### src/design/lsu_pkg.sv
//************************************************
// Shared definitions for the load/store pipeline
// Widths, DCCM memory map, access size encoding
// and the packets passed between DC1 and DC4
//************************************************
`default_nettype none

package lsu_pkg;

   // Widths that carry a meaning
   typedef logic [31:0]        addr_t;
   typedef logic [31:0]        data_t;
   typedef logic signed [11:0] offset_t;
   typedef logic [7:0]         dccm_index_t;
   typedef logic [3:0]         byte_en_t;

   typedef enum logic [1:0] {
      SIZE_BYTE = 2'd0,
      SIZE_HALF = 2'd1,
      SIZE_WORD = 2'd2
   } lsu_size_e;

   //************************************************
   // Memory map
   //************************************************
   localparam addr_t DCCM_BASE  = 32'hF004_0000;
   localparam int    DCCM_WORDS = 256;
   localparam int    DCCM_BYTES = 1024;

   //************************************************
   // Stage packets
   //************************************************
   typedef struct packed {
      logic      store;
      logic      unsign;
      lsu_size_e size;
      addr_t     rs1;
      offset_t   offset;
      data_t     store_data;
   } lsu_req_t;

   // DC1 output
   typedef struct packed {
      logic      store;
      logic      unsign;
      lsu_size_e size;
      addr_t     addr;
      addr_t     end_addr;
      data_t     store_data;
   } lsu_agen_t;

   // DC2 output
   typedef struct packed {
      logic      store;
      logic      unsign;
      lsu_size_e size;
      addr_t     addr;
      data_t     store_data;
      logic      access_fault;
      logic      misaligned_fault;
   } lsu_chk_t;

   // DC3 output, load word already aligned to bit 0
   typedef struct packed {
      logic      store;
      logic      unsign;
      lsu_size_e size;
      addr_t     addr;
      data_t     load_raw;
      logic      access_fault;
      logic      misaligned_fault;
   } lsu_mem_t;

   typedef struct packed {
      data_t     load_data;
      logic      is_store;
      logic      exc_valid;
      logic      exc_misaligned;
      addr_t     addr;
   } lsu_resp_t;

endpackage

`default_nettype wire

### src/design/lsu_result.sv
//************************************************
// DC4 result formatting stage
// Load zero/sign extension, response and
// exception packet
//************************************************
`timescale 1ns/1ps
`default_nettype none

module lsu_result (
   input  logic               clk,
   input  logic               reset,
   input  logic               in_valid,
   output logic               in_ready,
   input  lsu_pkg::lsu_mem_t  in,
   output logic               out_valid,
   input  logic               out_ready,
   output lsu_pkg::lsu_resp_t out
);
   import lsu_pkg::*;

   data_t ext_data;
   logic  fault;

   always_comb begin
      case (in.size)
         SIZE_BYTE: ext_data = in.unsign ? {24'b0, in.load_raw[7:0]} :
                                           {{24{in.load_raw[7]}}, in.load_raw[7:0]};
         SIZE_HALF: ext_data = in.unsign ? {16'b0, in.load_raw[15:0]} :
                                           {{16{in.load_raw[15]}}, in.load_raw[15:0]};
         default:   ext_data = in.load_raw;
      endcase
   end

   assign fault = in.access_fault | in.misaligned_fault;

   //************************************************
   // Stage register
   //************************************************
   assign in_ready = ~out_valid | out_ready;

   always_ff @(posedge clk) begin
      if (reset) begin
         out_valid <= 1'b0;
      end else if (in_ready) begin
         out_valid <= in_valid;
      end
   end

   // Stores and faulting accesses return no data
   always_ff @(posedge clk) begin
      if (in_valid && in_ready) begin
         out.load_data      <= (in.store || fault) ? '0 : ext_data;
         out.is_store       <= in.store;
         out.exc_valid      <= fault;
         out.exc_misaligned <= in.misaligned_fault;
         out.addr           <= in.addr;
      end
   end

endmodule

`default_nettype wire

### config.mk
export PLATFORM = sky130hd
export DESIGN_NAME = lsu_result
export DESIGN_NICKNAME = d
export VERILOG_FILES = /design/src/design/lsu_pkg.sv /design/src/design/lsu_result.sv
export SDC_FILE = /design/constraint.sdc
export NUM_CORES = 1
export LEC_CHECK = 0
export ABC_AREA = 1
export BUFFER_PORTS_ARGS = -buffer_cell sky130_fd_sc_hd__buf_2
export CORE_AREA = 2 2 78 80
export CTS_BUF_LIST = sky130_fd_sc_hd__clkbuf_16
export CTS_CLUSTER_DIAMETER = 120
export DETAILED_ROUTE_END_ITERATION = 12
export DIE_AREA = 0 0 80 82
export PLACE_DENSITY = 0.84
export RECOVER_POWER = 100
export SLEW_MARGIN = 20
export SYNTH_ARGS = -nofsm -noshare
export SYNTH_HDL_FRONTEND = slang
export SYNTH_SLANG_ARGS = --single-unit
export TNS_END_PERCENT = 1
### constraint.sdc
create_clock -name clk -period 7.2 [get_ports clk]
set_input_delay 0.36 -clock clk [delete_from_list [all_inputs] [get_ports clk]]
set_output_delay 0.36 -clock clk [all_outputs]
set_load 0.03 [all_outputs]
==> impl_metrics.ini, run 1 <==
[clock_network]
cts_tree = yes
hold_buffers = 0
cts.clk_slew.worst_paths_ps = 50
cts-resized-gates = 0
cts.path.max_buffers = 2
clk_latency_ps = 310
post_cts_buffers = 0
cts_sinks = 68
htree_num_levels = 3
cts-root-buf = clkbuf_16
cts_buffers = 9

[synth]
synth-simple-area-share = 0.147
yosys.area_share.xor_xnor = 0
synth-seq-cells = 68
synth_top_family_by_area = simple AND/OR/NAND/NOR gates
synthDistinctLibCells = 16
synth_area_leaders = edfxtp_1, nand2_1, nand3_2
synth_top_area_frac = 0.747
syn_area_per_cell_um2 = 14.2
synth_nets = 264
seq_area_frac_synth = 0.754
synthAdderAreaFrac = 0
netlist_area_mm2 = 0.00270
syn-instance-count = 190
synth.area.mux_share = 0
yosys.area.top_type = edfxtp_1
synth_compound_area_frac = 0.0297
yosysWarnings = 0

[global_route]
antenna_found_initial = 0
grt_max_degree = 68
overflow = 0
first_global_vias = 1712
grt_use_total = 0.158
grt_pass1_wl_mm = 7.75

[worst_setup_path]
reg2reg_depth = 2
crit_fanout = 67
r2r_end = out[55]
rrSetupSlack_ps = 3840
crit_arrival_ps = 3210
crit_required_ps = 7050
path_class = reg -> reg
crit_path_end_kind = register
r2r_start = out_valid
critPathLaunchType = register

[sta]
setup_viol = 0
fin_crit_ps = 3360
fin_setup_tns_ps = 0
hold_slack_ps = 191
maxSlewViolCount = 68
post-route-period-util = 0.467
max_slew_margin = -1.24
skew_ps = 3.49
hold_violations = 0
rsz0062_at_grt = false
worst_pin_slew_ps = 3360
fmax_mhz = 297

[worst_hold_path]
hold_depth = 2
hold_class = in -> reg
min_from = reset
whs_endpoint = out_valid

[detailed_routing]
drtIter0Drc = 60
post_drt_wl_per_cell_um = 12.9
vias = 1844
met1_length_mm = 2.09
routed_wl_mm = 5.39
top_layer = met4
ant_nets = 0
wl_met2_mm = 2.83
drt-pass1-iter-count = 4
post_drt_via_cell_ratio = 4.42
wl_met3_um = 340
drc_errors = 0

[die]
core_mm2 = 0.00575
io_pins = 143
initial_core_util = 0.469
die_area_mm2 = 0.00656
die_y_um = 82
dieWidth_um = 80
rows = 28

[place]
hpwl_mm = 3.98
placed_cell_area_mm2 = 0.00345
portBuffers = 142
gp_congestion = 0.695

[cells_and_area]
final_cell_mix = clkbuf_1, buf_2, edfxtp_1, nand2_1, inv_1
mostFrequentLayoutCell = clkbuf_1
postLayoutCellArea_mm2 = 0.00361
nets = 411
utilization = 0.628
seq_area_mm2 = 0.00203
multi_input_area_um2 = 452
n_fill_cell = 496
drive_gt1_frac = 0.301
syn_to_final_growth_pct = 33.8
num_antenna_cells = 0

[outcome]
violations = max-capacitance violations, max-slew violations
outcome = finished, violations left

[power_and_ir_drop]
vdd_ir_drop_max_v = 0.000141
p_per_area_mw_per_mm2 = 274
p_leak_nw = 1.67

[run]
drv_cap = 1
## metrics by stage
step / worst slack, ps / power (W) / std cells
CTS: 5660 / 0.00100 / 417
detailed placement: 5520 / 0.000600 / 401
floorplan: 2950 / 0.000557 / 190
global placement: 5580 / 0.000597 / 401
finish: 3840 / 0.000987 / 417
global route: 3540 / 0.00103 / 417
## sequential cells by signal, summed over array words and instances, names as in the netlist
signal / flops
out: 67
out_valid: 1
## final cells by class
type | instances | share of cell area
inverter | 32 | 0.0333
timing repair buffer | 143 | 0.173
clock inverter | 7 | 0.0160
tap | 75 | 0.0260
sequential | 68 | 0.563
multi-input combinational | 83 | 0.125
clock buffer | 9 | 0.0625
## how the worst max path moves through the flow
stage,slack (ps),end,cells past startpoint,from
floorplan,2950,out[0],1,out_valid
global placement,5580,out[53],4,out_ready
detailed placement,5520,out[12],4,out_ready
CTS,5660,out[61],2,out_valid
global route,3540,out[55],2,out_valid
finish,3840,out[55],2,out_valid
## synthesized netlist by cell type (all sizes together)
cell type  number
edfxtp         67
dfxtp           1
buf             7
inv            32
nor2           13
a21oi          10
nand3          16
nand2          44
## where the power goes
group	total (W)	switching [W]	internal (W)
combinational	0.000115	0.0000844	0.0000306
sequential	0.000471	0.00000627	0.000464
clock	0.000402	0.000140	0.000262
total	0.000987	0.000231	0.000757
## kinds of logic (layout without fill, tap and decap cells)
group | Yosys count | after routing
and+or+nand+nor | 73 | 73
DFF | 68 | 68
buffers and inverters | 39 | 191
AOI/OAI and AO/OA | 10 | 10
## critical path: stages, from the launching register on
cell,delay (ps)
dfxtp_1,340
a21oi_4,150
clkbuf_1,2380
## layer usage
layer  vias to the layer above  track usage
li1                        923            -
met1                       829        0.174
met2                        79        0.283
met3                        13       0.0330
met4                         0       0.0949
met5                         -            0
No activity file was read; power rests on OpenSTA's default activity.
==> inputs of run 2 (changes only) <==
CORE_AREA = 2 2 86 88   (was 2 2 78 80)
DIE_AREA = 0 0 88 90   (was 0 0 80 82)
PLACE_DENSITY = 0.73   (was 0.84)
clock period = 2.96 ns   (was 7.2 ns; I/O delays follow)
==> impl_metrics.ini, run 2 (synthesis gave the netlist of run 1 again) <==
[outcome]
outcome = finished, violations left
violations = max-capacitance violations, max-slew violations

[global_route]
first_global_vias = 1928
grt_max_degree = 68
grt_use_total = 0.151
overflow = 0
antenna_found_initial = 0
grt_pass1_wl_mm = 9.04

[power_and_ir_drop]
vdd_ir_drop_max_v = 0.000223
p_per_area_mw_per_mm2 = 627
seqPwrFrac = 0.466
p_clk_frac = 0.408
p_leak_nw = 1.79
p_comb_frac = 0.126
switching_share = 0.240
switching_power_w = 0.000589
p_int_w = 0.00186
p_total_w = 0.00245

[worst_hold_path]
min_from = in[45]
hold_depth = 1
hold_class = in -> reg
whs_endpoint = out[11]

[sta]
setup_viol = 0
maxSlewViolCount = 68
max_slew_margin = -0.0575
rsz0062_at_grt = false
fin_setup_tns_ps = 0
fmax_mhz = 478
post-route-period-util = 0.706
worst_pin_slew_ps = 1590
skew_ps = 4.04
hold_violations = 0
fin_crit_ps = 2090

[detailed_routing]
ant_nets = 0
drt-pass1-iter-count = 4
drtIter0Drc = 64
routed_wl_mm = 5.96
vias = 1936
post_drt_wl_per_cell_um = 12.8
drc_errors = 0
post_drt_via_cell_ratio = 4.15

[worst_setup_path]
crit_required_ps = 2880
r2r_start = out_valid
worstPathCellList = a21oi_4 -> clkbuf_2
r2r_end = out[55]
critPathTopFamily = buffers and inverters
crit_buf_inv = 1
crit_fanout = 67
reg2reg_depth = 2
slowest_stage = clkbuf_2
path_class = reg -> reg
critPathLaunchType = register
max_stage_delay_ps = 1150
rrSetupSlack_ps = 870
crit_path_end_kind = register
cp_num_cells = 2
crit_arrival_ps = 2010

[place]
portBuffers = 142
gp_congestion = 0.736
hpwl_mm = 4.05

[clock_network]
cts_tree = yes
cts.clk_slew.worst_paths_ps = 50
cts_buffers = 9
htree_num_levels = 3
post_cts_buffers = 0
cts.path.max_buffers = 2
clk_latency_ps = 320
cts_sinks = 68
cts-root-buf = clkbuf_16

[die]
core_mm2 = 0.00702
rows = 31
dieWidth_um = 88
die_y_um = 90
io_pins = 143
die_area_mm2 = 0.00792
initial_core_util = 0.384

[cells_and_area]
syn_to_final_growth_pct = 45.1
largest-register = out
final_cell_mix = clkbuf_1, buf_2, edfxtp_1, nand2_1, inv_1
top_regs = out x67, out_valid x1
drive_gt1_frac = 0.291
num_antenna_cells = 0
nets = 437
largest_register_ffs = 67

[run]
drv_cap = 1
[run 2: changes by cell type in the layout (fill, tap and decap cells not counted)]
cell	delta
clkinv_1	-1
dlygate4sd3_1	+26
a21oi_2	+3
inv_1	+1
clkbuf_2	+1
inv_2	-1
a21oi_1	-3
clkinv_2	+1
clkbuf_1	-1
[run 2: metal layers]
metal  part of all wire  up-vias  track usage
met5                  0        -            0
met4              0.029        0       0.0885
met3              0.054       16       0.0376
met2               0.53       72        0.256
met1               0.39      870        0.169
li1                   -      978            -
[run 2: worst reg2reg max path, delay by kind of cell (launching register included)]
kind | cells | cell delay [ps]
compound gates | 1 | 140
buf+inv | 1 | 1150
flops | 1 | 340
[run 2: worst max path at each step]
stage | start | endpoint | slack (ps)
after floorplan | out_valid | out[0] | 220
after global placement | out_valid | out[40] | 1460
after detailed placement | out_valid | out[44] | 1430
after CTS | out_valid | out[58] | 1420
after global routing | out_valid | out[42] | 700
final | out_valid | out[55] | 870
[run 2: timing repair]
action	CTS	global route
hold endpoints to repair	22	4
gates resized for setup	0	0
hold buffers	22	4
[run 2: metrics by stage]
step,cell area (µm²),utilization,hold WS (ps),cells,worst slack (ps)
2_1_floorplan,2700,-,217,190,218
3_3_place_gp,3480,0.496,305,425,1460
4_1_cts,3990,0.568,0.205,463,1420
6_report,3910,0.557,3.02,467,870
5_1_grt,3910,0.557,1.50,467,703
3_5_place_dp,3480,0.496,304,425,1430
[run 2: power groups by stage]
stage	clock, W	sequential, W	combinational [W]
after floorplan	0	0.00127	0.0000769
after global placement	0	0.00116	0.000299
after detailed placement	0	0.00116	0.000303
after CTS	0.00101	0.00114	0.000326
after global routing	0.00106	0.00115	0.000333
final	0.00100	0.00114	0.000309
[run 2: final cells by class]
cell class / count / area, µm²
fill: 643 / 3110
clock buffer: 9 / 225
sequential: 68 / 2030
inverter: 32 / 120
timing repair buffer: 169 / 887
multi-input combinational: 83 / 463
clock inverter: 7 / 58.8
tap: 99 / 124
==> inputs of run 3 (changes only) <==
clock period = 1.8 ns   (was 2.96 ns; I/O delays follow)
==> impl_metrics.ini, run 3 (synthesis gave the netlist of run 1 again) <==
[outcome]
outcome = completed

[global_route]
use_met3 = 0.0303
grt_use_total = 0.150
antenna_found_initial = 0
first_global_vias = 1935
grt_use_met2 = 0.253
overflow = 0
grt.met1_usage = 0.173
top_usage_layer = met2
grt_max_degree = 68
grt_pass1_wl_mm = 9.11

[place]
placed_cell_area_mm2 = 0.00350
gp_congestion = 0.709
hpwl_mm = 3.92
portBuffers = 142
dp_slack_ps = 532

[die]
io_pins = 143
die_y_um = 90
die_area_mm2 = 0.00792
rows = 31
initial_core_util = 0.384
dieWidth_um = 88
core_mm2 = 0.00702

[worst_setup_path]
r2r_end = out[33]
r2r_start = out_valid
crit_fanout = 67
crit_path_end_kind = register
crit_buf_inv = 1
crit_required_ps = 1740
slowest_stage = buf_4
reg2reg_depth = 2
crit_arrival_ps = 1460
max_stage_delay_ps = 630
critPathTopFamily = buffers and inverters
path_class = reg -> reg
worstPathCellList = a21oi_4 -> buf_4
rrSetupSlack_ps = 280
critPathLaunchType = register

[cells_and_area]
largest_register_ffs = 67
largest-register = out
final_cell_mix = clkbuf_1, buf_2, edfxtp_1, nand2_1, dlygate4sd3_1
postLayoutCellArea_mm2 = 0.00400
top_regs = out x67, out_valid x1
num_antenna_cells = 0
syn_to_final_growth_pct = 48.2
drive_gt1_frac = 0.279
nets = 446

[sta]
maxSlewViolCount = 0
fin_setup_tns_ps = 0
worst_pin_slew_ps = 817
fin_crit_ps = 1520
fmax_mhz = 660
hold_violations = 0
setup_viol = 0
setup_ws_ps = 285
post-route-period-util = 0.842
rsz0062_at_grt = false
max_slew_margin = 0.455
skew_ps = 4.01
hold_slack_ps = 63.9

[power_and_ir_drop]
p_per_area_mw_per_mm2 = 1010
p_leak_nw = 1.83
vdd_ir_drop_max_v = 0.000427

[detailed_routing]
post_drt_via_cell_ratio = 4.13
routed_wl_mm = 5.82
drc_errors = 0
vias = 1964
drt-pass1-iter-count = 4
ant_nets = 0
post_drt_wl_per_cell_um = 12.2
drtIter0Drc = 65

[clock_network]
clk_latency_ps = 320
cts-resized-gates = 0
cts.path.max_buffers = 2
htree_num_levels = 3
cts_buffers = 9
cts_tree = yes
cts.clk_slew.worst_paths_ps = 60
post_cts_buffers = 0
cts_sinks = 68
cts-root-buf = clkbuf_16
hold_buffers = 35

[run]
drv_cap = 0

[worst_hold_path]
hold_class = in -> reg
whs_endpoint = out[41]
min_from = in[8]
hold_depth = 3
run 3: cell types whose count changed in the layout (fill, tap and decap cells not counted), sizes merged:
cell and change:
buf +1, clkbuf -1, clkinv +1, clkinvlp -1, dlygate4sd3 +9
run 3: worst max-delay path by stage:
stage                    from  endpoint  slack [ps]  cells past startpoint
floorplan           out_valid    out[0]        -150                      1
global placement       in[67]   out[64]         570                      6
detailed placement     in[67]   out[64]         530                      6
CTS                     in[0]   out[38]         350                      7
global route        out_valid   out[42]         190                      2
finish              out_valid   out[33]         280                      2
run 3: routing by layer:
layer	vias to the layer above	share of wire
met5	-	0
met4	0	0.023
met3	12	0.054
met2	74	0.52
met1	883	0.41
li1	995	-
run 3: worst min-delay path, delay by kind of cell:
kind	cells	cell delay (ps)
buffers and inverters	2	100
AND/OR/NAND/NOR	1	80
run 3: stage by stage:
| stage | std cells | util | total power [W] |
|---|---|---|---|
| 6_report | 476 | 0.569 | 0.00402 |
| 5_1_grt | 476 | 0.569 | 0.00418 |
| 4_1_cts | 476 | 0.589 | 0.00410 |
| 3_5_place_dp | 425 | 0.498 | 0.00240 |
| 3_3_place_gp | 425 | 0.498 | 0.00240 |
| 2_1_floorplan | 190 | - | 0.00222 |
run 3: area by class of cell:
cell class	instances	area, µm²
multi-input combinational	83	455
sequential	68	2030
clock buffer	9	225
tap	99	124
clock inverter	7	58.8
inverter	32	120
timing repair buffer	178	980
fill	628	3030
run 3: where the power goes:
| part | internal [W] | total, W | switching (W) |
|---|---|---|---|
| Sequential | 0.00185 | 0.00187 | 0.0000237 |
| Clock | 0.00105 | 0.00163 | 0.000576 |
| Combinational | 0.000173 | 0.000524 | 0.000351 |
| Total | 0.00307 | 0.00402 | 0.000950 |
