==> src/design/lsu_pkg.sv <==
//************************************************
// Shared definitions for the load/store pipeline
// Widths, DCCM memory map, access size encoding
// and the packets passed between DC1 and DC4
//************************************************
`default_nettype none

package lsu_pkg;

   // Widths that carry a meaning
   typedef logic [31:0]        addr_t;
   typedef logic [31:0]        data_t;
   typedef logic signed [11:0] offset_t;
   typedef logic [7:0]         dccm_index_t;
   typedef logic [3:0]         byte_en_t;

   typedef enum logic [1:0] {
      SIZE_BYTE = 2'd0,
      SIZE_HALF = 2'd1,
      SIZE_WORD = 2'd2
   } lsu_size_e;

   //************************************************
   // Memory map
   //************************************************
   localparam addr_t DCCM_BASE  = 32'hF004_0000;
   localparam int    DCCM_WORDS = 256;
   localparam int    DCCM_BYTES = 1024;

   //************************************************
   // Stage packets
   //************************************************
   typedef struct packed {
      logic      store;
      logic      unsign;
      lsu_size_e size;
      addr_t     rs1;
      offset_t   offset;
      data_t     store_data;
   } lsu_req_t;

   // DC1 output
   typedef struct packed {
      logic      store;
      logic      unsign;
      lsu_size_e size;
      addr_t     addr;
      addr_t     end_addr;
      data_t     store_data;
   } lsu_agen_t;

   // DC2 output
   typedef struct packed {
      logic      store;
      logic      unsign;
      lsu_size_e size;
      addr_t     addr;
      data_t     store_data;
      logic      access_fault;
      logic      misaligned_fault;
   } lsu_chk_t;

   // DC3 output, load word already aligned to bit 0
   typedef struct packed {
      logic      store;
      logic      unsign;
      lsu_size_e size;
      addr_t     addr;
      data_t     load_raw;
      logic      access_fault;
      logic      misaligned_fault;
   } lsu_mem_t;

   typedef struct packed {
      data_t     load_data;
      logic      is_store;
      logic      exc_valid;
      logic      exc_misaligned;
      addr_t     addr;
   } lsu_resp_t;

endpackage

`default_nettype wire

==> src/design/lsu_addrcheck.sv <==
//************************************************
// DC2 memory map check stage
// DCCM region decode of start and end address,
// access fault and misaligned fault
//************************************************
`timescale 1ns/1ps
`default_nettype none

module lsu_addrcheck (
   input  logic               clk,
   input  logic               reset,
   input  logic               in_valid,
   output logic               in_ready,
   input  lsu_pkg::lsu_agen_t in,
   output logic               out_valid,
   input  logic               out_ready,
   output lsu_pkg::lsu_chk_t  out
);
   import lsu_pkg::*;

   logic start_in_dccm;
   logic end_in_dccm;
   logic misaligned;
   logic access_fault;

   function automatic logic addr_in_dccm(addr_t a);
      return (a >= DCCM_BASE) && (a <= DCCM_BASE + addr_t'(DCCM_BYTES - 1));
   endfunction

   assign start_in_dccm = addr_in_dccm(in.addr);
   assign end_in_dccm   = addr_in_dccm(in.end_addr);

   // Natural alignment per size
   always_comb begin
      case (in.size)
         SIZE_BYTE: misaligned = 1'b0;
         SIZE_HALF: misaligned = in.addr[0];
         default:   misaligned = |in.addr[1:0];
      endcase
   end

   // Misaligned takes priority over access
   assign access_fault = ~misaligned & ~(start_in_dccm & end_in_dccm);

   //************************************************
   // Stage register
   //************************************************
   assign in_ready = ~out_valid | out_ready;

   always_ff @(posedge clk) begin
      if (reset) begin
         out_valid <= 1'b0;
      end else if (in_ready) begin
         out_valid <= in_valid;
      end
   end

   always_ff @(posedge clk) begin
      if (in_valid && in_ready) begin
         out.store            <= in.store;
         out.unsign           <= in.unsign;
         out.size             <= in.size;
         out.addr             <= in.addr;
         out.store_data       <= in.store_data;
         out.access_fault     <= access_fault;
         out.misaligned_fault <= misaligned;
      end
   end

endmodule

`default_nettype wire

==> config.mk <==
export PLATFORM = sky130hd
export DESIGN_NAME = lsu_addrcheck
export DESIGN_NICKNAME = d
export VERILOG_FILES = /design/src/design/lsu_pkg.sv /design/src/design/lsu_addrcheck.sv
export SDC_FILE = /design/constraint.sdc
export NUM_CORES = 1
export LEC_CHECK = 0
export ABC_AREA = 1
export BUFFER_PORTS_ARGS = -buffer_cell sky130_fd_sc_hd__buf_2
export CAP_MARGIN = 25
export CORE_UTILIZATION = 43
export CTS_CLUSTER_SIZE = 24
export DETAILED_ROUTE_END_ITERATION = 10
export GPL_TIMING_DRIVEN = 1
export HOLD_SLACK_MARGIN = 0.02
export PLACE_DENSITY = 0.84
export SYNTH_ARGS = -nofsm -noshare
export SYNTH_HDL_FRONTEND = slang
export SYNTH_SLANG_ARGS = --single-unit
==> constraint.sdc <==
create_clock -name clk -period 9.28 [get_ports clk]
set_input_delay 0.928 -clock clk [delete_from_list [all_inputs] [get_ports clk]]
set_output_delay 0.928 -clock clk [all_outputs]
set_load 0.05 [all_outputs]
==> results.json, run 1 <==
{
  "hold_depth": 2,
  "powerDensity_mw_per_mm2": 203.7,
  "rsz0062_at_grt": "false",
  "syn_area_per_cell_sq_um": 16.68,
  "clk_latency_ns": 0.32,
  "drive_gt1_frac": 0.5488,
  "fp.dieH_um": 77.00,
  "first_pass_iters": 6,
  "tns_ns": 0,
  "r2r_cells": 3,
  "syn-cell-area_sq_mm": 0.002419,
  "holdPathEnd": "out_valid$_SDFFE_PP0N_",
  "start_util": 0.4589,
  "seqPwrFrac": 0.524,
  "placed_area_sq_mm": 0.003351,
  "antenna_cells": 0,
  "ant_nets": 0,
  "grt_pass1_wl_mm": 8.155,
  "synth_warnings": 0,
  "seq_area_frac_synth": 0.8774,
  "hold_path.class": "reg2reg",
  "tightest_slew_ns": 0.4353,
  "finalInstanceArea_sq_mm": 0.003551,
  "finalHoldViolCount": 0,
  "cts_made_buffers": 9,
  "io_pins": 176,
  "rows": 26,
  "routed_wl_mm": 5.243,
  "synth_adder_area_share": 0,
  "cts_resized": 0,
  "ctsHtreeMaxLevel": 3,
  "grtUsageTotal": 0.1869,
  "cts.path.max_buffers": 2,
  "area_growth_pct": 46.82,
  "pwr-share-comb": 0.164,
  "netlist_instances": 145,
  "core-area_sq_mm": 0.005270,
  "cts_tree": "done",
  "period_share": 0.2528,
  "antenna_found_initial": 0,
  "peakVddDrop_mv": 0.1138,
  "synth-xor-area-share": 0,
  "syn_nets": 249,
  "crit_top_cell": "buf_2",
  "post_cts_buffers": 0,
  "fin_nets": 427,
  "grt_max_degree": 37,
  "rr_startpoint": "out_valid$_SDFFE_PP0N_",
  "switching_share": 0.2726,
  "synth_mux_area_frac": 0,
  "clock-skew-final_ns": 0.004191,
  "p_int_w": 0.0005260,
  "dpl.cell_count": 381,
  "crit_chain": "buf_2, inv_1, nand2_1, buf_2",
  "clkPwrFrac": 0.312,
  "power_w": 0.0007232,
  "place_congestion": 0.7298,
  "crit_type": "in2out",
  "crit_fanout": 2,
  "dp_hpwl_mm": 4.121,
  "reg2reg_to": "out[63]$_DFFE_PP_",
  "synth_compound_area_frac": 0.006208,
  "fill_cells": 417,
  "power.switching_w": 0.0001972,
  "ctsHoldBuffers": 0,
  "clock-sinks": 71,
  "avgViaCountPerCell": 4.505,
  "ys_seq_elements": 71,
  "min_from": "out_valid$_SDFFE_PP0N_",
  "setup_viol": 0,
  "fin_crit_ns": 2.346,
  "required_ns": 8.35,
  "worst_ep_arrival_time_ns": 1.42,
  "ff2ff_setup_slack_ns": 7.58,
  "drc": 0,
  "die_area_sq_mm": 0.005928,
  "end_kind": "output port",
  "maxCapViolCount": 0,
  "clk_pin_slew_ns": 0.07,
  "max_clock_freq_ghz": 0.4262,
  "vias": 1793,
  "slowest_stage": "buf_2",
  "wire_per_inst_um": 13.17,
  "critPathLaunchType": "input port",
  "clockRootBuffer": "clkbuf_8",
  "whs_ns": 0.5397,
  "status": "complete, no violations",
  "synth_top_family_by_area": "simple AND/OR/NAND/NOR gates",
  "synthDistinctLibCells": 12,
  "finalNonFillerCells": 398,
  "leakagePower_nw": 1.596,
  "die_w_um": 77.00,
  "drt_iter0_drc": 66,
  "max_stage_delay_ns": 0.22,
  "slew_violations": 0,
  "grt_overflow_total": 0,
  "max_slew_margin": 0.7098,
  "grt_pass1_vias": 1750,
  "port_buffers": 165,
  "synth-simple-area-share": 0.1009
}
==> registers in the layout, summed over array words and instances (netlist names) <==
signal,count
out,70
out_valid,1
==> through the flow <==
| stage | utilization | setup WS, ns |
|---|---|---|
| floorplan | - | 4.396 |
| global placement | 0.6358 | 6.485 |
| detailed placement | 0.6358 | 6.437 |
| CTS | 0.6700 | 6.789 |
| global route | 0.6738 | 6.892 |
| finish | 0.6738 | 6.934 |
==> placed cells by master (no fill, tap or decap), types with 2 or more instances in the layout <==
cell type	netlist	layout
edfxtp_1	70	70
nand2_1	24	24
buf_2	0	165
inv_1	10	10
nand3_1	4	4
clkbuf_1	0	2
clkinv_1	0	3
nor2_1	29	29
clkbuf_8	0	9
==> synth_stat cells (all sizes together) <==
| cell type | number | area [sq um] |
|---|---|---|
| nand2 | 24 | 90.09 |
| nand4 | 1 | 6.260 |
| o21ai | 1 | 5.000 |
| edfxtp | 70 | 2102 |
| and2 | 1 | 6.260 |
| nor2 | 30 | 115.1 |
| dfxtp | 1 | 20.02 |
| inv | 10 | 37.54 |
| or2 | 1 | 6.260 |
| nand3 | 4 | 20.02 |
| a21oi | 2 | 10.01 |
==> logic make-up after synthesis <==
logic type | count (synthesis)
AOI/OAI and AO/OA | 3
and+or+nand+nor | 61
buffers and inverters | 10
DFF | 71
==> power by group through the flow <==
stage	registers [W]	clock network, W	logic, W
after floorplan	0.000454	0	0.0000113
after global placement	0.000385	0	0.000116
after detailed placement	0.000387	0	0.000118
after CTS	0.000380	0.000231	0.000118
after global routing	0.000381	0.000245	0.000125
final	0.000379	0.000225	0.000119
==> worst max-delay path by stage <==
stage / slack (ns) / depth (start not counted) / startpoint / end
after detailed placement: 6.44 / 4 / out_ready / out[62]$_DFFE_PP_
final: 6.93 / 4 / out_ready / in_ready
after global routing: 6.89 / 4 / out_ready / in_ready
after floorplan: 4.40 / 2 / in_valid / out[0]$_DFFE_PP_
after CTS: 6.79 / 4 / out_ready / out[61]$_DFFE_PP_
after global placement: 6.49 / 4 / out_ready / out[58]$_DFFE_PP_
==> worst max-delay path, delay by kind of cell <==
family	cells	cell delay, ns
buffers and inverters	3	0.41
and+or+nand+nor	1	0.08
==> layout make-up <==
cell class              count  area [sq um]  share of cell area
clock inverters             5         48.80             0.01374
well taps                  70         87.58             0.02467
inverters                  10         37.54             0.01057
flip-flops and latches     71          2122              0.5976
multi-input cells          64         270.3             0.07611
repair buffers            167         853.3              0.2403
clock buffers              11         131.4             0.03700
==> metal layers <==
metal | up-vias | GRT usage | routed length [um]
met1 | 803 | 0.1927 | 1858
met3 | 12 | 0.07619 | 520
li1 | 868 | - | -
met4 | 0 | 0.08868 | 105
met2 | 110 | 0.3286 | 2758
met5 | - | 0 | 0
(Power assumes the default switching activity.)
==> run 2, diff against run 1 <==
- ABC_AREA: 1 -> 0
- CORE_UTILIZATION: 43 -> 35
- PLACE_DENSITY: 0.84 -> 0.75
- clock period: 9.28 -> 2.1 ns (I/O delays scaled with it)
==> results.json, run 2 <==
{
  "grt_pass1_wl_mm": 7.182,
  "switching_share": 0.2614,
  "yosysTopAreaCell": "edfxtp_1",
  "clockRootBuffer": "clkbuf_8",
  "ys_seq_elements": 71,
  "clock-sinks": 71,
  "regMostFlops": "out",
  "period_share": 0.6065,
  "vias": 1578,
  "finalInstanceArea_sq_mm": 0.003472,
  "ys.flop_type": "edfxtp_1",
  "ctsHtreeMaxLevel": 3,
  "grt_overflow_total": 0,
  "place_congestion": 0.7606,
  "post-route-util": 0.5696,
  "avgViaCountPerCell": 4.483,
  "fp.dieH_um": 82.49,
  "fin_nets": 376,
  "grtUsageTotal": 0.1552,
  "cts_tree": "done",
  "syn_area_per_cell_sq_um": 24.38,
  "whs_ns": 0.04415,
  "ant_nets": 0,
  "grt_pass1_vias": 1533,
  "setup_viol": 0,
  "die_w_um": 82.49,
  "rows": 28,
  "drc": 0,
  "max_slew_margin": 0.7556,
  "clkPwrFrac": 0.374,
  "finalHoldViolCount": 0,
  "leakagePower_nw": 1.504,
  "tightest_slew_ns": 0.3665,
  "end_kind": "register",
  "cts_made_buffers": 9,
  "io_pins": 176,
  "async_flop_share": 0,
  "die_area_sq_mm": 0.006804,
  "cts.path.max_buffers": 2,
  "pwr-share-comb": 0.145,
  "wire_per_inst_um": 14.85,
  "clk_pin_slew_ns": 0.08,
  "synth_edf_count": 70,
  "synth_most_common_cell": "edfxtp_1",
  "syn-cell-area_sq_mm": 0.002267,
  "peakVddDrop_mv": 0.4735,
  "seqPwrFrac": 0.480,
  "antenna_found_initial": 0,
  "largest_register_ffs": 70,
  "first_pass_iters": 4,
  "core-area_sq_mm": 0.006096,
  "tns_ns": 0,
  "maxCapViolCount": 0,
  "powerDensity_mw_per_mm2": 1004,
  "final_cell_mix": "buf_2, edfxtp_1, clkbuf_8",
  "status": "complete, no violations",
  "max_clock_freq_ghz": 0.7851,
  "ys_top_cells_by_count": "edfxtp_1, nor4_1, or4_1",
  "required_ns": 2.16,
  "power.switching_w": 0.0009115,
  "area_growth_pct": 53.15,
  "port_buffers": 165,
  "yosys-top-cells-area": "edfxtp_1, nor4_1, or4_1",
  "routed_wl_mm": 5.226,
  "fin_crit_ns": 1.274,
  "post_cts_buffers": 0,
  "hold_depth": 1,
  "placed_area_sq_mm": 0.003209,
  "synth_warnings": 0,
  "rsz0062_at_grt": "false",
  "netlist_instances": 93,
  "drive_gt1_frac": 0.6570,
  "layout_commonest_cell": "buf_2",
  "drt_iter0_drc": 60,
  "crit_type": "in2reg",
  "slew_violations": 0,
  "seq_area_frac_synth": 0.9360,
  "hold_path.class": "in2reg",
  "worst_ep_arrival_time_ns": 1.34,
  "grt_max_degree": 71,
  "crit_fanout": 2,
  "reg.largest.list": "out: 70 flops, out_valid: 1 flops",
  "p_int_w": 0.002576,
  "synthDistinctLibCells": 16,
  "antenna_cells": 0,
  "r2r_cells": 3,
  "clock-skew-final_ns": 0.006102,
  "critPathLaunchType": "input port",
  "clk_latency_ns": 0.33,
  "start_util": 0.3719,
  "syn_nets": 197,
  "netlist.area_leader.share": 0.9272
}
==> run 2: final timing paths <==
check	start	end	slack (ns)
worst max-delay path	in[83]	out[1]$_DFFE_PP_	0.83
worst min register to register	out_valid$_SDFFE_PP0N_	out_valid$_SDFFE_PP0N_	0.54
worst max register to register	out_valid$_SDFFE_PP0N_	out[49]$_DFFE_PP_	0.83
worst min-delay path	in[23]	out[25]$_DFFE_PP_	0.04
==> run 2: final cells by class <==
| class | instances | area (sq um) |
|---|---|---|
| timing repair buffer | 168 | 865.8 |
| clock buffer | 9 | 123.9 |
| inverter | 1 | 3.754 |
| fill | 500 | 2624 |
| clock inverter | 7 | 118.9 |
| tap | 75 | 93.84 |
| sequential | 71 | 2122 |
| multi-input combinational | 21 | 143.9 |
==> run 2: logic make-up (layout without fill, tap and decap cells) <==
family | Yosys count | count (layout) | share of synthesized area
DFF | 71 | 71 | 0.9360
and+or+nand+nor | 18 | 18 | 0.05519
AOI/OAI and AO/OA | 3 | 3 | 0.007176
buffers and inverters | 1 | 185 | 0.001654
==> run 2: worst max-delay path, stage by stage <==
cell     delay [ns]
buf_2          0.11
or4b_1         0.52
nor4_1         0.38
a31oi_1        0.12
==> run 2: power groups by stage <==
stage | Combinational [W] | Sequential (W) | Clock [W]
after floorplan | 0.0000381 | 0.00199 | 0
after global placement | 0.000500 | 0.00170 | 0
after detailed placement | 0.000508 | 0.00171 | 0
after CTS | 0.000511 | 0.00168 | 0.00134
after global routing | 0.000534 | 0.00169 | 0.00139
final | 0.000507 | 0.00168 | 0.00130
==> run 2: through the flow <==
step	std cells	setup slack [ns]	power, W
after floorplan	93	0.07390	0.002033
after global placement	334	0.4568	0.002203
after detailed placement	334	0.4186	0.002217
after CTS	351	0.7834	0.003529
after global routing	352	0.7530	0.003606
final	352	0.8263	0.003487
==> run 2: per-layer routing <==
metal  wire (um)  track usage  up-vias
li1            -            -      745
met1        1860       0.1576      711
met2        2625       0.2711      114
met3         644      0.05275        8
met4          95       0.1000        0
met5           0            0        -
==> run 2: what timing repair did <==
action	in CTS	in global routing
gates resized for setup	0	0
hold buffers	1	1
endpoints found under the hold margin	1	1
==> run 3, diff against run 2 <==
- CORE_UTILIZATION: 35 -> 39
- PLACE_DENSITY: 0.75 -> 0.79
- clock period: 2.1 -> 1.25 ns (I/O delays scaled with it)
==> results.json, run 3 (synthesis gave the netlist of run 2 again) <==
{
  "first_pass_iters": 4,
  "hold_path.class": "in2reg",
  "fin_crit_ns": 1.172,
  "ff2ff_setup_slack_ns": 0.08,
  "fin_nets": 443,
  "drt_iter0_drc": 112,
  "maxCapViolCount": 0,
  "clock-skew-final_ns": 0.007954,
  "wire_per_inst_um": 16.56,
  "cts_tree": "done",
  "final_cell_mix": "buf_2, dlygate4sd3_1, edfxtp_1",
  "status": "complete, no violations",
  "endpoint": "out[1]$_DFFE_PP_",
  "largest_register_ffs": 70,
  "avgViaCountPerCell": 4.646,
  "clk_pin_slew_ns": 0.07,
  "crit_buf_inv": 1,
  "grt_max_degree": 35,
  "clockRootBuffer": "clkbuf_8",
  "antenna_found_initial": 0,
  "grt_pass1_vias": 1969,
  "area_growth_pct": 81.57,
  "grt_pass1_wl_mm": 10.07,
  "leakagePower_nw": 1.769,
  "clk_latency_ns": 0.33,
  "rows": 27,
  "port_buffers": 165,
  "cts_made_buffers": 9,
  "grt_overflow_total": 0,
  "worst_ep_arrival_time_ns": 1.25,
  "start_util": 0.4092,
  "place_congestion": 0.7105,
  "layout_commonest_cell": "buf_2",
  "critPathTopFamily": "buffers and inverters",
  "post_cts_buffers": 0,
  "reg.largest.list": "out: 70 flops, out_valid: 1 flops",
  "slowest_stage": "dlygate4sd3_1",
  "period_share": 0.9373,
  "finalHoldViolCount": 0,
  "setup_viol": 0,
  "core-area_sq_mm": 0.005540,
  "finalInstanceArea_sq_mm": 0.004116,
  "vias": 1928,
  "placed_area_sq_mm": 0.003252,
  "max_clock_freq_ghz": 0.8535,
  "grtUsageTotal": 0.2342,
  "crit_type": "in2reg",
  "powerDensity_mw_per_mm2": 1348,
  "peakVddDrop_mv": 0.7295,
  "cts.path.max_buffers": 2,
  "regMostFlops": "out",
  "rsz0062_at_grt": "false",
  "routed_wl_mm": 6.873,
  "critPathLaunchType": "input port",
  "path_depth": 4,
  "dp_hpwl_mm": 4.272,
  "ant_nets": 0,
  "crit_fanout": 2,
  "drc": 0,
  "drive_gt1_frac": 0.5322,
  "slew_violations": 0,
  "required_ns": 1.33,
  "tightest_slew_ns": 0.2695,
  "max_stage_delay_ns": 0.58,
  "clock-sinks": 71,
  "io_pins": 176,
  "die_area_sq_mm": 0.006122,
  "worstSetupStartpoint": "in[94]",
  "reg2reg_to": "out_valid$_SDFFE_PP0N_",
  "max_slew_margin": 0.8187,
  "crit_chain": "dlygate4sd3_1, nand4_1, nor4_2, a31oi_1",
  "fp.dieH_um": 78.25,
  "post-route-util": 0.7430,
  "die_w_um": 78.25,
  "tns_ns": 0,
  "rr_startpoint": "out_valid$_SDFFE_PP0N_",
  "ctsHtreeMaxLevel": 3,
  "r2r_cells": 3,
  "end_kind": "register"
}
-- run 3: layout make-up --
cell class                      instances  area (sq um)
Fill cell                             348          1424
Multi-Input combinational cell         21         157.7
Inverter                                1         3.754
Timing Repair Buffer                  235          1562
Sequential cell                        71          2126
Clock buffer                            9         123.9
Clock inverter                          5         51.30
Tap cell                               72         90.09
Antenna cell                            1         2.502
-- run 3: layer usage --
| metal | global-route usage | routed length [um] |
|---|---|---|
| met1 | 0.2403 | 2375 |
| met2 | 0.4377 | 3826 |
| met3 | 0.07674 | 541 |
| met4 | 0.08889 | 131 |
| met5 | 0 | 0 |
-- run 3: worst min-delay path, cell delays in order --
cell and delay, ns:
buf_2 0.07, or4_1 0.09, nor3_1 0.05, a31oi_1 0.14
-- run 3: power by group --
part | total [W] | internal, W | switching [W]
Clock | 0.00167 | 0.000885 | 0.000787
Combinational | 0.00106 | 0.000364 | 0.000694
Sequential | 0.00282 | 0.00278 | 0.0000394
-- run 3: worst min-delay path by stage --
stage | start | end | slack (ns) | cells after the start
final | in[44] | out[1]$_DFFE_PP_ | 0.25 | 4
after global routing | in[44] | out[1]$_DFFE_PP_ | 0.31 | 4
after CTS | in[81] | out[1]$_DFFE_PP_ | 0.23 | 4
after detailed placement | reset | out_valid$_SDFFE_PP0N_ | 0.28 | 2
after global placement | reset | out_valid$_SDFFE_PP0N_ | 0.27 | 2
after floorplan | reset | out_valid$_SDFFE_PP0N_ | 0.18 | 1
-- run 3: timing repair --
item                                    in CTS  in global routing
endpoints found under the setup margin       0                  1
hold endpoints to repair                    69                  0
hold buffers                                70                  0
resized for setup                            0                  1
-- run 3: stage by stage --
stage               instances  power [W]  hold WS, ns  worst slack, ns
detailed placement        334   0.003748       0.2805          -0.2303
global placement          334   0.003721       0.2748          -0.2107
finish                    415   0.005551       0.2538          0.07832
global route              414   0.005739       0.3078          0.01741
floorplan                  93   0.003418       0.1844          -0.3275
CTS                       418   0.005562       0.2326          0.01775
