<file path="config.mk">
export PLATFORM = sky130hd
export DESIGN_NAME = lsu_agen
export DESIGN_NICKNAME = d
export VERILOG_FILES = /design/src/design/lsu_pkg.sv /design/src/design/lsu_agen.sv
export SDC_FILE = /design/constraint.sdc
export NUM_CORES = 1
export LEC_CHECK = 0
export ABC_AREA = 1
export BUFFER_PORTS_ARGS = -buffer_cell sky130_fd_sc_hd__buf_4
export CAP_MARGIN = 10
export CORE_MARGIN = 8
export CORE_UTILIZATION = 55
export DETAILED_ROUTE_END_ITERATION = 10
export MAX_ROUTING_LAYER = met4
export PLACE_DENSITY = 0.79
export SLEW_MARGIN = 20
export SYNTH_ARGS = -nofsm -noshare
export SYNTH_HDL_FRONTEND = slang
export SYNTH_SLANG_ARGS = --single-unit
</file>
<file path="constraint.sdc">
create_clock -name clk -period 14.7 [get_ports clk]
set_input_delay 1.47 -clock clk [delete_from_list [all_inputs] [get_ports clk]]
set_output_delay 1.47 -clock clk [all_outputs]
set_load 0.05 [all_outputs]
</file>
<file path="src/design/lsu_pkg.sv">
//************************************************
// Shared definitions for the load/store pipeline
// Widths, DCCM memory map, access size encoding
// and the packets passed between DC1 and DC4
//************************************************
`default_nettype none

package lsu_pkg;

   // Widths that carry a meaning
   typedef logic [31:0]        addr_t;
   typedef logic [31:0]        data_t;
   typedef logic signed [11:0] offset_t;
   typedef logic [7:0]         dccm_index_t;
   typedef logic [3:0]         byte_en_t;

   typedef enum logic [1:0] {
      SIZE_BYTE = 2'd0,
      SIZE_HALF = 2'd1,
      SIZE_WORD = 2'd2
   } lsu_size_e;

   //************************************************
   // Memory map
   //************************************************
   localparam addr_t DCCM_BASE  = 32'hF004_0000;
   localparam int    DCCM_WORDS = 256;
   localparam int    DCCM_BYTES = 1024;

   //************************************************
   // Stage packets
   //************************************************
   typedef struct packed {
      logic      store;
      logic      unsign;
      lsu_size_e size;
      addr_t     rs1;
      offset_t   offset;
      data_t     store_data;
   } lsu_req_t;

   // DC1 output
   typedef struct packed {
      logic      store;
      logic      unsign;
      lsu_size_e size;
      addr_t     addr;
      addr_t     end_addr;
      data_t     store_data;
   } lsu_agen_t;

   // DC2 output
   typedef struct packed {
      logic      store;
      logic      unsign;
      lsu_size_e size;
      addr_t     addr;
      data_t     store_data;
      logic      access_fault;
      logic      misaligned_fault;
   } lsu_chk_t;

   // DC3 output, load word already aligned to bit 0
   typedef struct packed {
      logic      store;
      logic      unsign;
      lsu_size_e size;
      addr_t     addr;
      data_t     load_raw;
      logic      access_fault;
      logic      misaligned_fault;
   } lsu_mem_t;

   typedef struct packed {
      data_t     load_data;
      logic      is_store;
      logic      exc_valid;
      logic      exc_misaligned;
      addr_t     addr;
   } lsu_resp_t;

endpackage

`default_nettype wire

</file>
<file path="src/design/lsu_agen.sv">
//************************************************
// DC1 address generation stage
// Start address from base plus signed offset,
// end address from the access size
//************************************************
`timescale 1ns/1ps
`default_nettype none

module lsu_agen (
   input  logic               clk,
   input  logic               reset,
   input  logic               in_valid,
   output logic               in_ready,
   input  lsu_pkg::lsu_req_t  in,
   output logic               out_valid,
   input  logic               out_ready,
   output lsu_pkg::lsu_agen_t out
);
   import lsu_pkg::*;

   logic [1:0]  size_m1;
   logic [12:0] end_offset;
   addr_t       start_addr;
   addr_t       end_addr;

   // Bytes beyond the first one, word for the unused encoding
   always_comb begin
      case (in.size)
         SIZE_BYTE: size_m1 = 2'd0;
         SIZE_HALF: size_m1 = 2'd1;
         default:   size_m1 = 2'd3;
      endcase
   end

   assign start_addr = in.rs1 + {{20{in.offset[11]}}, in.offset};

   // Size folded into the offset first, then sign extended onto the base
   assign end_offset = {in.offset[11], in.offset} + {11'b0, size_m1};
   assign end_addr   = in.rs1 + {{19{end_offset[12]}}, end_offset};

   //************************************************
   // Stage register
   //************************************************
   assign in_ready = ~out_valid | out_ready;

   always_ff @(posedge clk) begin
      if (reset) begin
         out_valid <= 1'b0;
      end else if (in_ready) begin
         out_valid <= in_valid;
      end
   end

   always_ff @(posedge clk) begin
      if (in_valid && in_ready) begin
         out.store      <= in.store;
         out.unsign     <= in.unsign;
         out.size       <= in.size;
         out.addr       <= start_addr;
         out.end_addr   <= end_addr;
         out.store_data <= in.store_data;
      end
   end

endmodule

`default_nettype wire

</file>
==> impl_metrics.env, run 1 <==
export IMPL_post_dp_hpwl_um=17900
export IMPL_synth_area_leaders="edfxtp_1, nand2_1, inv_1, ha_1, nor2_1"
export IMPL_arrival_ns=4.66
export IMPL_cp_num_buf_inv=4
export IMPL_power_density_nw_per_um2=99.7
export IMPL_drc_errors=0
export IMPL_finalWirelength_um=21900
export IMPL_synth_edff_count=100
export IMPL_rsz0062_at_grt="false"
export IMPL_ys_flop_type="edfxtp_1"
export IMPL_yosys_area_top_type="edfxtp_1"
export IMPL_crit_top_cell="nand2_1"
export IMPL_die_y_um=137
export IMPL_r2r_end="out[92]"
export IMPL_setup_viol=0
export IMPL_grt_overflow=0
export IMPL_numPortBuffers=185
export IMPL_drv_slew=0
export IMPL_drive_gt1_frac=0.162
export IMPL_postCtsHoldBufs=0
export IMPL_grt_start_max_net_pins=64
export IMPL_viasPerCell=4.92
export IMPL_worstSkewPairLatency_ns=0.37
export IMPL_drv_cap=0
export IMPL_hold_depth=2
export IMPL_via_count=7591
export IMPL_drtIter0Drc=418
export IMPL_hold_violations=0
export IMPL_grt_pass1_vias=7300
export IMPL_nets=1505
export IMPL_tightest_slew_ns=0.801
export IMPL_syn_instance_count=1157
export IMPL_reg2reg_depth=3
export IMPL_dp_cells=1527
export IMPL_fp_dieArea_um2=18700
export IMPL_first_pass_iters=5
export IMPL_leakage_uw=0.00568
export IMPL_whs_endpoint="out_valid"
export IMPL_track_usage=0.239
export IMPL_cp_start_kind="primary input"
export IMPL_maxSlewHeadroom=0.466
export IMPL_final_common_cell="nand2_1"
export IMPL_grt_pass1_wl_um=34400
export IMPL_drtAntennaViolNets=0
export IMPL_num_antenna_cells=0
export IMPL_hold_class="reg -> reg"
export IMPL_criticalPathCategory="in -> reg"
export IMPL_antenna_found_initial=0
export IMPL_max_stage_delay_ns=0.49
export IMPL_synth_top_area_frac=0.373
export IMPL_die_w_um=137
export IMPL_final_min_clock_period_ns=4.53
export IMPL_initial_core_util=0.558
export IMPL_cp_slowest_cell="inv_1"
export IMPL_rows=44
export IMPL_reg2reg_slack_ns=12.60
export IMPL_total_power_uw=994
export IMPL_synth_seq_cells=101
export IMPL_cts_root_buffer="clkbuf_16"
export IMPL_netlist_area_um2=8040
export IMPL_fin_hold_ws_ns=0.575
export IMPL_ctsResizeCount=0
export IMPL_area_delta_synth_final_pct=24.0
export IMPL_cts_buffers=9
export IMPL_htreeDepth=3
export IMPL_synth_area_per_cell_um2=6.95
export IMPL_synthArstFlopShare=0
export IMPL_wl_per_cell_um=14.2
export IMPL_routabilityCongestion=0.953
export IMPL_crit_required_ns=14.83
export IMPL_skew_ns=0.0168
export IMPL_tns_ns=0
export IMPL_critPathTopFamily="simple AND/OR/NAND/NOR gates"
export IMPL_utilization=0.691
export IMPL_seq_area_frac_synth=0.376
export IMPL_r2r_start="out_valid"
export IMPL_final_cell_mix="nand2_1, inv_1, buf_4"
export IMPL_crit_chain="buf_4 -> or2_2 -> ha_1 -> fa_1 -> nand2_1 -> nor2_2 -> nand3_1 -> nand2_1 -> inv_1 -> ha_1 -> nand2_1 -> inv_1 -> nand2_1 -> inv_1 -> a21oi_1 -> nand2_1 -> nand2_1 -> nand2_1 -> nand2_1 -> nand2_1"
export IMPL_yosys_warnings=0
export IMPL_cts_sinks=101
export IMPL_peakVddDrop_mv=0.0561
export IMPL_hp_start="out_valid"
export IMPL_cts_path_max_buffers=2
export IMPL_ios=186
export IMPL_ys_types=23
export IMPL_max_clock_freq_mhz=221
export IMPL_cts_reportedPaths_clkPinSlew_ns=0.08
export IMPL_coreArea_um2=14400
export IMPL_cts_tree="built"
export IMPL_fin_cells=1542
export IMPL_worstPathMaxFanout=19
export IMPL_synth_nets=1308
export IMPL_min_period_over_period=0.308
export IMPL_end_kind="flip-flop"
export IMPL_outcome="complete, no violations"
export IMPL_cts_setup_buffers=0
-- synth_stat cells, types with 2 or more instances --
cell / n
a21o_1: 2
a21oi_1: 43
edfxtp_1: 100
fa_1: 3
ha_1: 64
inv_1: 247
nand2_1: 474
nand2_2: 12
nand3_1: 58
nand3_2: 2
nand4_1: 11
nor2_1: 81
nor2_2: 2
nor3_1: 8
o21bai_1: 4
or2_1: 2
xnor2_1: 5
xor2_1: 34
-- worst register-to-register path: cells and delay by family (launching register included) --
family          cells  cell delay (ns)
buf+inv             2             1.19
flops               1             0.36
compound gates      1             0.16
-- cell type report --
cell class                      count  area (um^2)
Clock buffer                       10          229
Sequential cell                   101         3020
Fill cell                        1278         4450
Tap cell                          184          230
Timing Repair Buffer              187         1400
Multi-Input combinational cell    808         4100
Inverter                          247          927
Clock inverter                      5         61.3
-- report_power, final --
part / switching, uW / total, uW / internal, uW
sequential: 9.01 / 367 / 358
combinational: 262 / 382 / 120
clock: 112 / 245 / 132
-- per-layer routing --
metal  track usage  up-vias  routed length, um  share of wire
met5             -        -                  0              0
met4        0.0610        0                279          0.013
met3        0.0404       25               1650          0.075
met2         0.408      244              10400           0.47
met1         0.289     3352               9590           0.44
li1              -     3970                  -              -
-- sequential cells by signal, indices dropped and copies added (netlist names) --
signal / count
out_valid: 1
out: 100
-- stage by stage --
stage                     setup WS [ns]  cell area [um^2]
final                             10.17              9970
after global routing               9.87              9970
after CTS                         10.19              9970
after detailed placement           9.82              9680
after global placement             9.86              9680
after floorplan                    7.77              8040
-- how the worst max path moves through the flow --
stage | start | endpoint | slack (ns) | cells past startpoint
after global placement | in[77] | out[57] | 9.86 | 17
after global routing | in[77] | out[62] | 9.87 | 20
after floorplan | in_valid | out[0] | 7.77 | 2
after CTS | in[77] | out[61] | 10.19 | 20
after detailed placement | in[77] | out[62] | 9.82 | 20
final | in[77] | out[62] | 10.17 | 20
-- cells by family after synthesis --
family	synth area share
buffers and inverters	0.116
flip-flops	0.376
AND/OR/NAND/NOR	0.324
AO/OA/AOI/OAI	0.0344
adder cells (fa/ha/maj)	0.107
XOR/XNOR	0.0425
No activity file was read; power rests on OpenSTA's default activity.
==> run 2: changes to the inputs <==
- clock period: 14.7 -> 4.8 ns (I/O delays scaled with it)
==> run 2 against run 1 <==
Compared with the run above: worst setup slack lost 9.0 ns; non-clock buffer count is the same; wire length shrank 0.54%; total power grew to 3.0 times the previous value; critical path type unchanged; largest cell class unchanged.
==> impl_metrics.env, run 2 (synthesis results as in run 1) <==
export IMPL_grt_pass1_vias=7146
export IMPL_drtIter0Drc=493
export IMPL_finalWirelength_um=21800
export IMPL_coreArea_um2=14400
export IMPL_peakVddDrop_mv=0.230
export IMPL_fp_dieArea_um2=18700
export IMPL_routabilityCongestion=0.946
export IMPL_cp_slowest_cell="inv_1"
export IMPL_cp_start_kind="primary input"
export IMPL_skew_ns=0.0142
export IMPL_top_regs="out: 100 flops, out_valid: 1 flops"
export IMPL_grt_pass1_wl_um=34000
export IMPL_top_layer_used="met4"
export IMPL_m1WireLength_um=9690
export IMPL_tightest_slew_ns=0.665
export IMPL_nets=1505
export IMPL_die_y_um=137
export IMPL_maxSlewHeadroom=0.556
export IMPL_die_w_um=137
export IMPL_r2r_end="out[66]"
export IMPL_ctsResizeCount=0
export IMPL_grt_start_max_net_pins=67
export IMPL_criticalPathCategory="in -> reg"
export IMPL_outcome="complete, no violations"
export IMPL_regMostFlops="out"
export IMPL_cts_root_buffer="clkbuf_16"
export IMPL_crit_top_cell="nand2_1"
export IMPL_route_met3_wl_um=1560
export IMPL_rows=44
export IMPL_fin_cells=1543
export IMPL_grt_overflow=0
export IMPL_cts_setup_buffers=0
export IMPL_final_min_clock_period_ns=3.59
export IMPL_htreeDepth=3
export IMPL_r2r_start="out_valid"
export IMPL_hold_class="in -> reg"
export IMPL_dp_cells=1526
export IMPL_crit_required_ns=4.92
export IMPL_wl_per_cell_um=14.1
export IMPL_final_common_cell="nand2_1"
export IMPL_whs_endpoint="out_valid"
export IMPL_cts_path_max_buffers=2
export IMPL_drv_cap=0
export IMPL_first_pass_iters=5
export IMPL_initial_core_util=0.558
export IMPL_cts_reportedPaths_clkPinSlew_ns=0.07
export IMPL_drc_errors=0
export IMPL_end_kind="flip-flop"
export IMPL_reg2reg_slack_ns=3.26
export IMPL_place_area_um2=9690
export IMPL_leakage_uw=0.00568
export IMPL_setup_viol=0
export IMPL_multi_input_area_um2=4100
export IMPL_postCtsHoldBufs=0
export IMPL_utilization=0.693
export IMPL_drive_gt1_frac=0.163
export IMPL_via_count=7550
export IMPL_hold_violations=0
export IMPL_area_delta_synth_final_pct=24.3
export IMPL_dr_wl_met2_um=10100
export IMPL_cts_buffers=9
export IMPL_worstSkewPairLatency_ns=0.36
export IMPL_hold_depth=2
export IMPL_antenna_found_initial=0
export IMPL_drv_slew=0
export IMPL_final_cell_mix="nand2_1, inv_1, buf_4"
export IMPL_post_dp_hpwl_um=18000
export IMPL_nFillCells=1272
export IMPL_num_antenna_cells=0
export IMPL_ios=186
export IMPL_cts_sinks=101
export IMPL_drtAntennaViolNets=0
export IMPL_total_power_uw=3010
export IMPL_viasPerCell=4.89
export IMPL_max_stage_delay_ns=0.50
export IMPL_rsz0062_at_grt="false"
export IMPL_arrival_ns=3.70
export IMPL_hp_start="reset"
export IMPL_worstPathMaxFanout=19
export IMPL_seqCellArea_um2=3020
export IMPL_numPortBuffers=185
export IMPL_crit_chain="buf_4 -> or2_2 -> ha_1 -> fa_1 -> nand2_1 -> nor2_2 -> nand3_1 -> nand2_1 -> inv_1 -> ha_1 -> nand2_1 -> inv_1 -> nand2_1 -> nand2_1 -> nand2_1 -> nand2_1 -> a21oi_1 -> nand2_1 -> nand2_1 -> nand2_1"
export IMPL_max_clock_freq_mhz=279
export IMPL_design_area_um2=10000
export IMPL_largest_reg_flops=100
export IMPL_cts_tree="built"
export IMPL_min_period_over_period=0.747
export IMPL_tns_ns=0
export IMPL_power_density_nw_per_um2=301
export IMPL_track_usage=0.236
export IMPL_reg2reg_depth=2
==> run 2: routing by layer <==
metal | up-vias | track usage
met5 | - | -
met1 | 3338 | 0.286
met3 | 27 | 0.0415
met2 | 229 | 0.397
li1 | 3956 | -
met4 | 0 | 0.0676
==> run 2: through the flow <==
stage / hold WS (ns) / setup WS, ns
after floorplan: 0.549 / 0.914
after global placement: 0.524 / 0.962
after detailed placement: 0.553 / 0.873
after CTS: 0.274 / 1.27
after global routing: 0.279 / 0.965
final: 0.280 / 1.21
==> run 2: area by class of cell <==
| type | count | area share |
|---|---|---|
| clock buffers | 9 | 0.0225 |
| clock inverters | 7 | 0.00551 |
| inverters | 247 | 0.0928 |
| multi-input cells | 808 | 0.410 |
| flip-flops and latches | 101 | 0.302 |
| well taps | 184 | 0.0230 |
| repair buffers | 187 | 0.144 |
==> run 2: worst max-delay path by stage <==
stage	startpoint	endpoint	slack, ns	cells past startpoint
finish	in[77]	out[62]	1.21	20
floorplan	out_ready	out[0]	0.91	2
global route	in[77]	out[62]	0.96	20
detailed placement	in[77]	out[62]	0.87	20
CTS	in[77]	out[62]	1.27	20
global placement	in[77]	out[62]	0.96	20
==> run 2: power by group <==
part	internal, uW	total, uW	switching (uW)
logic	372	1170	802
registers	1100	1120	27.4
clock network	358	716	358
total	1830	3010	1190
==> run 2: worst max-delay path, delay by kind of cell <==
family | cells | cell delay (ns)
compound gates | 1 | 0.20
fa+ha+maj | 3 | 1.04
buf+inv | 3 | 0.68
simple gates | 13 | 1.30
==> run 3: changes to the inputs <==
- clock period: 4.8 -> 3.6 ns (I/O delays scaled with it)
==> run 3 against run 2 <==
Compared with the run above: critical endpoint is now out[52]; largest cell class unchanged; register-to-register slack worse by 1.3 ns; non-clock buffer count up 2; via count up 1.7%; first-iteration DRC count down 16%; worst setup slack worse by 0.70 ns; final cell count up 0.13%; critical path depth unchanged.
==> impl_metrics.env, run 3 (synthesis results as in run 1) <==
export IMPL_drtAntennaViolNets=0
export IMPL_maxSlewHeadroom=0.429
export IMPL_area_delta_synth_final_pct=24.3
export IMPL_die_w_um=137
export IMPL_use_met2=0.402
export IMPL_place_area_um2=9700
export IMPL_wl_per_cell_um=14.2
export IMPL_whs_endpoint="out_valid"
export IMPL_cts_buffers=9
export IMPL_first_pass_iters=5
export IMPL_worstPathMaxFanout=5
export IMPL_max_clock_freq_mhz=324
export IMPL_reg2reg_depth=2
export IMPL_power_density_nw_per_um2=407
export IMPL_ios=186
export IMPL_end_kind="flip-flop"
export IMPL_via_count=7682
export IMPL_cp_num_buf_inv=3
export IMPL_crit_required_ns=3.71
export IMPL_tightest_slew_ns=0.856
export IMPL_design_area_um2=10000
export IMPL_num_antenna_cells=0
export IMPL_rows=44
export IMPL_cp_start_kind="primary input"
export IMPL_final_min_clock_period_ns=3.08
export IMPL_rsz0062_at_grt="false"
export IMPL_grt_pass1_vias=7481
export IMPL_cp_slowest_cell="fa_1"
export IMPL_cts_path_max_buffers=2
export IMPL_nets=1507
export IMPL_initial_core_util=0.558
export IMPL_cp_depth=20
export IMPL_finalWirelength_um=22000
export IMPL_r2r_start="out_valid"
export IMPL_utilization=0.693
export IMPL_hp_start="reset"
export IMPL_antenna_found_initial=0
export IMPL_grt_busiest_layer="met2"
export IMPL_numPortBuffers=185
export IMPL_drv_cap=0
export IMPL_crit_chain="buf_4 -> or2_2 -> ha_1 -> fa_1 -> nand2_1 -> nor2_2 -> nand3_1 -> xor2_1 -> inv_1 -> ha_1 -> nand2_1 -> inv_1 -> a21oi_1 -> nand2_2 -> nand2_1 -> nand2_2 -> nand2_1 -> nand2_1 -> nand2_1 -> nand2_1"
export IMPL_final_cell_mix="nand2_1, inv_1, buf_4"
export IMPL_drtIter0Drc=415
export IMPL_worstSkewPairLatency_ns=0.36
export IMPL_hold_violations=0
export IMPL_grt_pass1_wl_um=34600
export IMPL_cts_setup_buffers=0
export IMPL_cts_reportedPaths_clkPinSlew_ns=0.07
export IMPL_reg2reg_slack_ns=2.00
export IMPL_cts_tree="built"
export IMPL_skew_ns=0.0128
export IMPL_setup_viol=0
export IMPL_criticalPathCategory="in -> reg"
export IMPL_ctsResizeCount=0
export IMPL_cts_sinks=101
export IMPL_routabilityCongestion=0.956
export IMPL_final_common_cell="nand2_1"
export IMPL_total_power_uw=4070
export IMPL_peakVddDrop_mv=0.233
export IMPL_grt_overflow=0
export IMPL_regMostFlops="out"
export IMPL_arrival_ns=3.20
export IMPL_cts_root_buffer="clkbuf_16"
export IMPL_drc_errors=0
export IMPL_critPathTopFamily="simple AND/OR/NAND/NOR gates"
export IMPL_coreArea_um2=14400
export IMPL_crit_top_cell="nand2_1"
export IMPL_hold_depth=2
export IMPL_r2r_end="out[66]"
export IMPL_grtUsageMet3=0.0319
export IMPL_postCtsHoldBufs=0
export IMPL_min_period_over_period=0.857
export IMPL_fin_hold_ws_ns=0.163
export IMPL_globalRouteMet1Util=0.279
export IMPL_die_y_um=137
export IMPL_hold_class="in -> reg"
export IMPL_largest_reg_flops=100
export IMPL_top_regs="out: 100 flops, out_valid: 1 flops"
export IMPL_htreeDepth=3
export IMPL_drive_gt1_frac=0.164
export IMPL_grt_start_max_net_pins=69
export IMPL_max_stage_delay_ns=0.40
export IMPL_tns_ns=0
export IMPL_fp_dieArea_um2=18700
export IMPL_track_usage=0.239
export IMPL_outcome="complete, no violations"
export IMPL_drv_slew=0
export IMPL_viasPerCell=4.97
export IMPL_nFillCells=1299
export IMPL_leakage_uw=0.00570
export IMPL_post_dp_hpwl_um=18200
==> run 3: layout make-up <==
| cell class | instances | area (um^2) | share of cell area |
|---|---|---|---|
| well taps | 184 | 230 | 0.0230 |
| repair buffers | 189 | 1420 | 0.142 |
| multi-input cells | 808 | 4100 | 0.410 |
| clock inverters | 7 | 72.6 | 0.00726 |
| clock buffers | 9 | 225 | 0.0225 |
| flip-flops and latches | 101 | 3020 | 0.302 |
| inverters | 247 | 927 | 0.0928 |
==> run 3: worst max path at each step <==
stage	slack [ns]	endpoint	start
after floorplan	0.40	out[60]	in[77]
after global placement	0.23	out[61]	in[77]
after detailed placement	0.17	out[61]	in[77]
after CTS	0.54	out[61]	in[77]
after global routing	0.22	out[61]	in[77]
final	0.52	out[52]	in[77]
==> run 3: layer usage <==
metal,vias to the layer above,routed length [um]
li1,3970,-
met4,0,757
met2,241,10200
met5,-,0
met1,3426,9560
met3,45,1420
==> run 3: stage by stage <==
step / setup WS, ns / cells
after global routing: 0.223 / 1545
after floorplan: 0.399 / 1157
after detailed placement: 0.172 / 1529
after CTS: 0.541 / 1545
after global placement: 0.226 / 1529
final: 0.516 / 1545
==> run 3: power by group <==
group          switching [uW]  internal, uW
Combinational            1070           493
Sequential               36.2          1460
Clock                     460           544
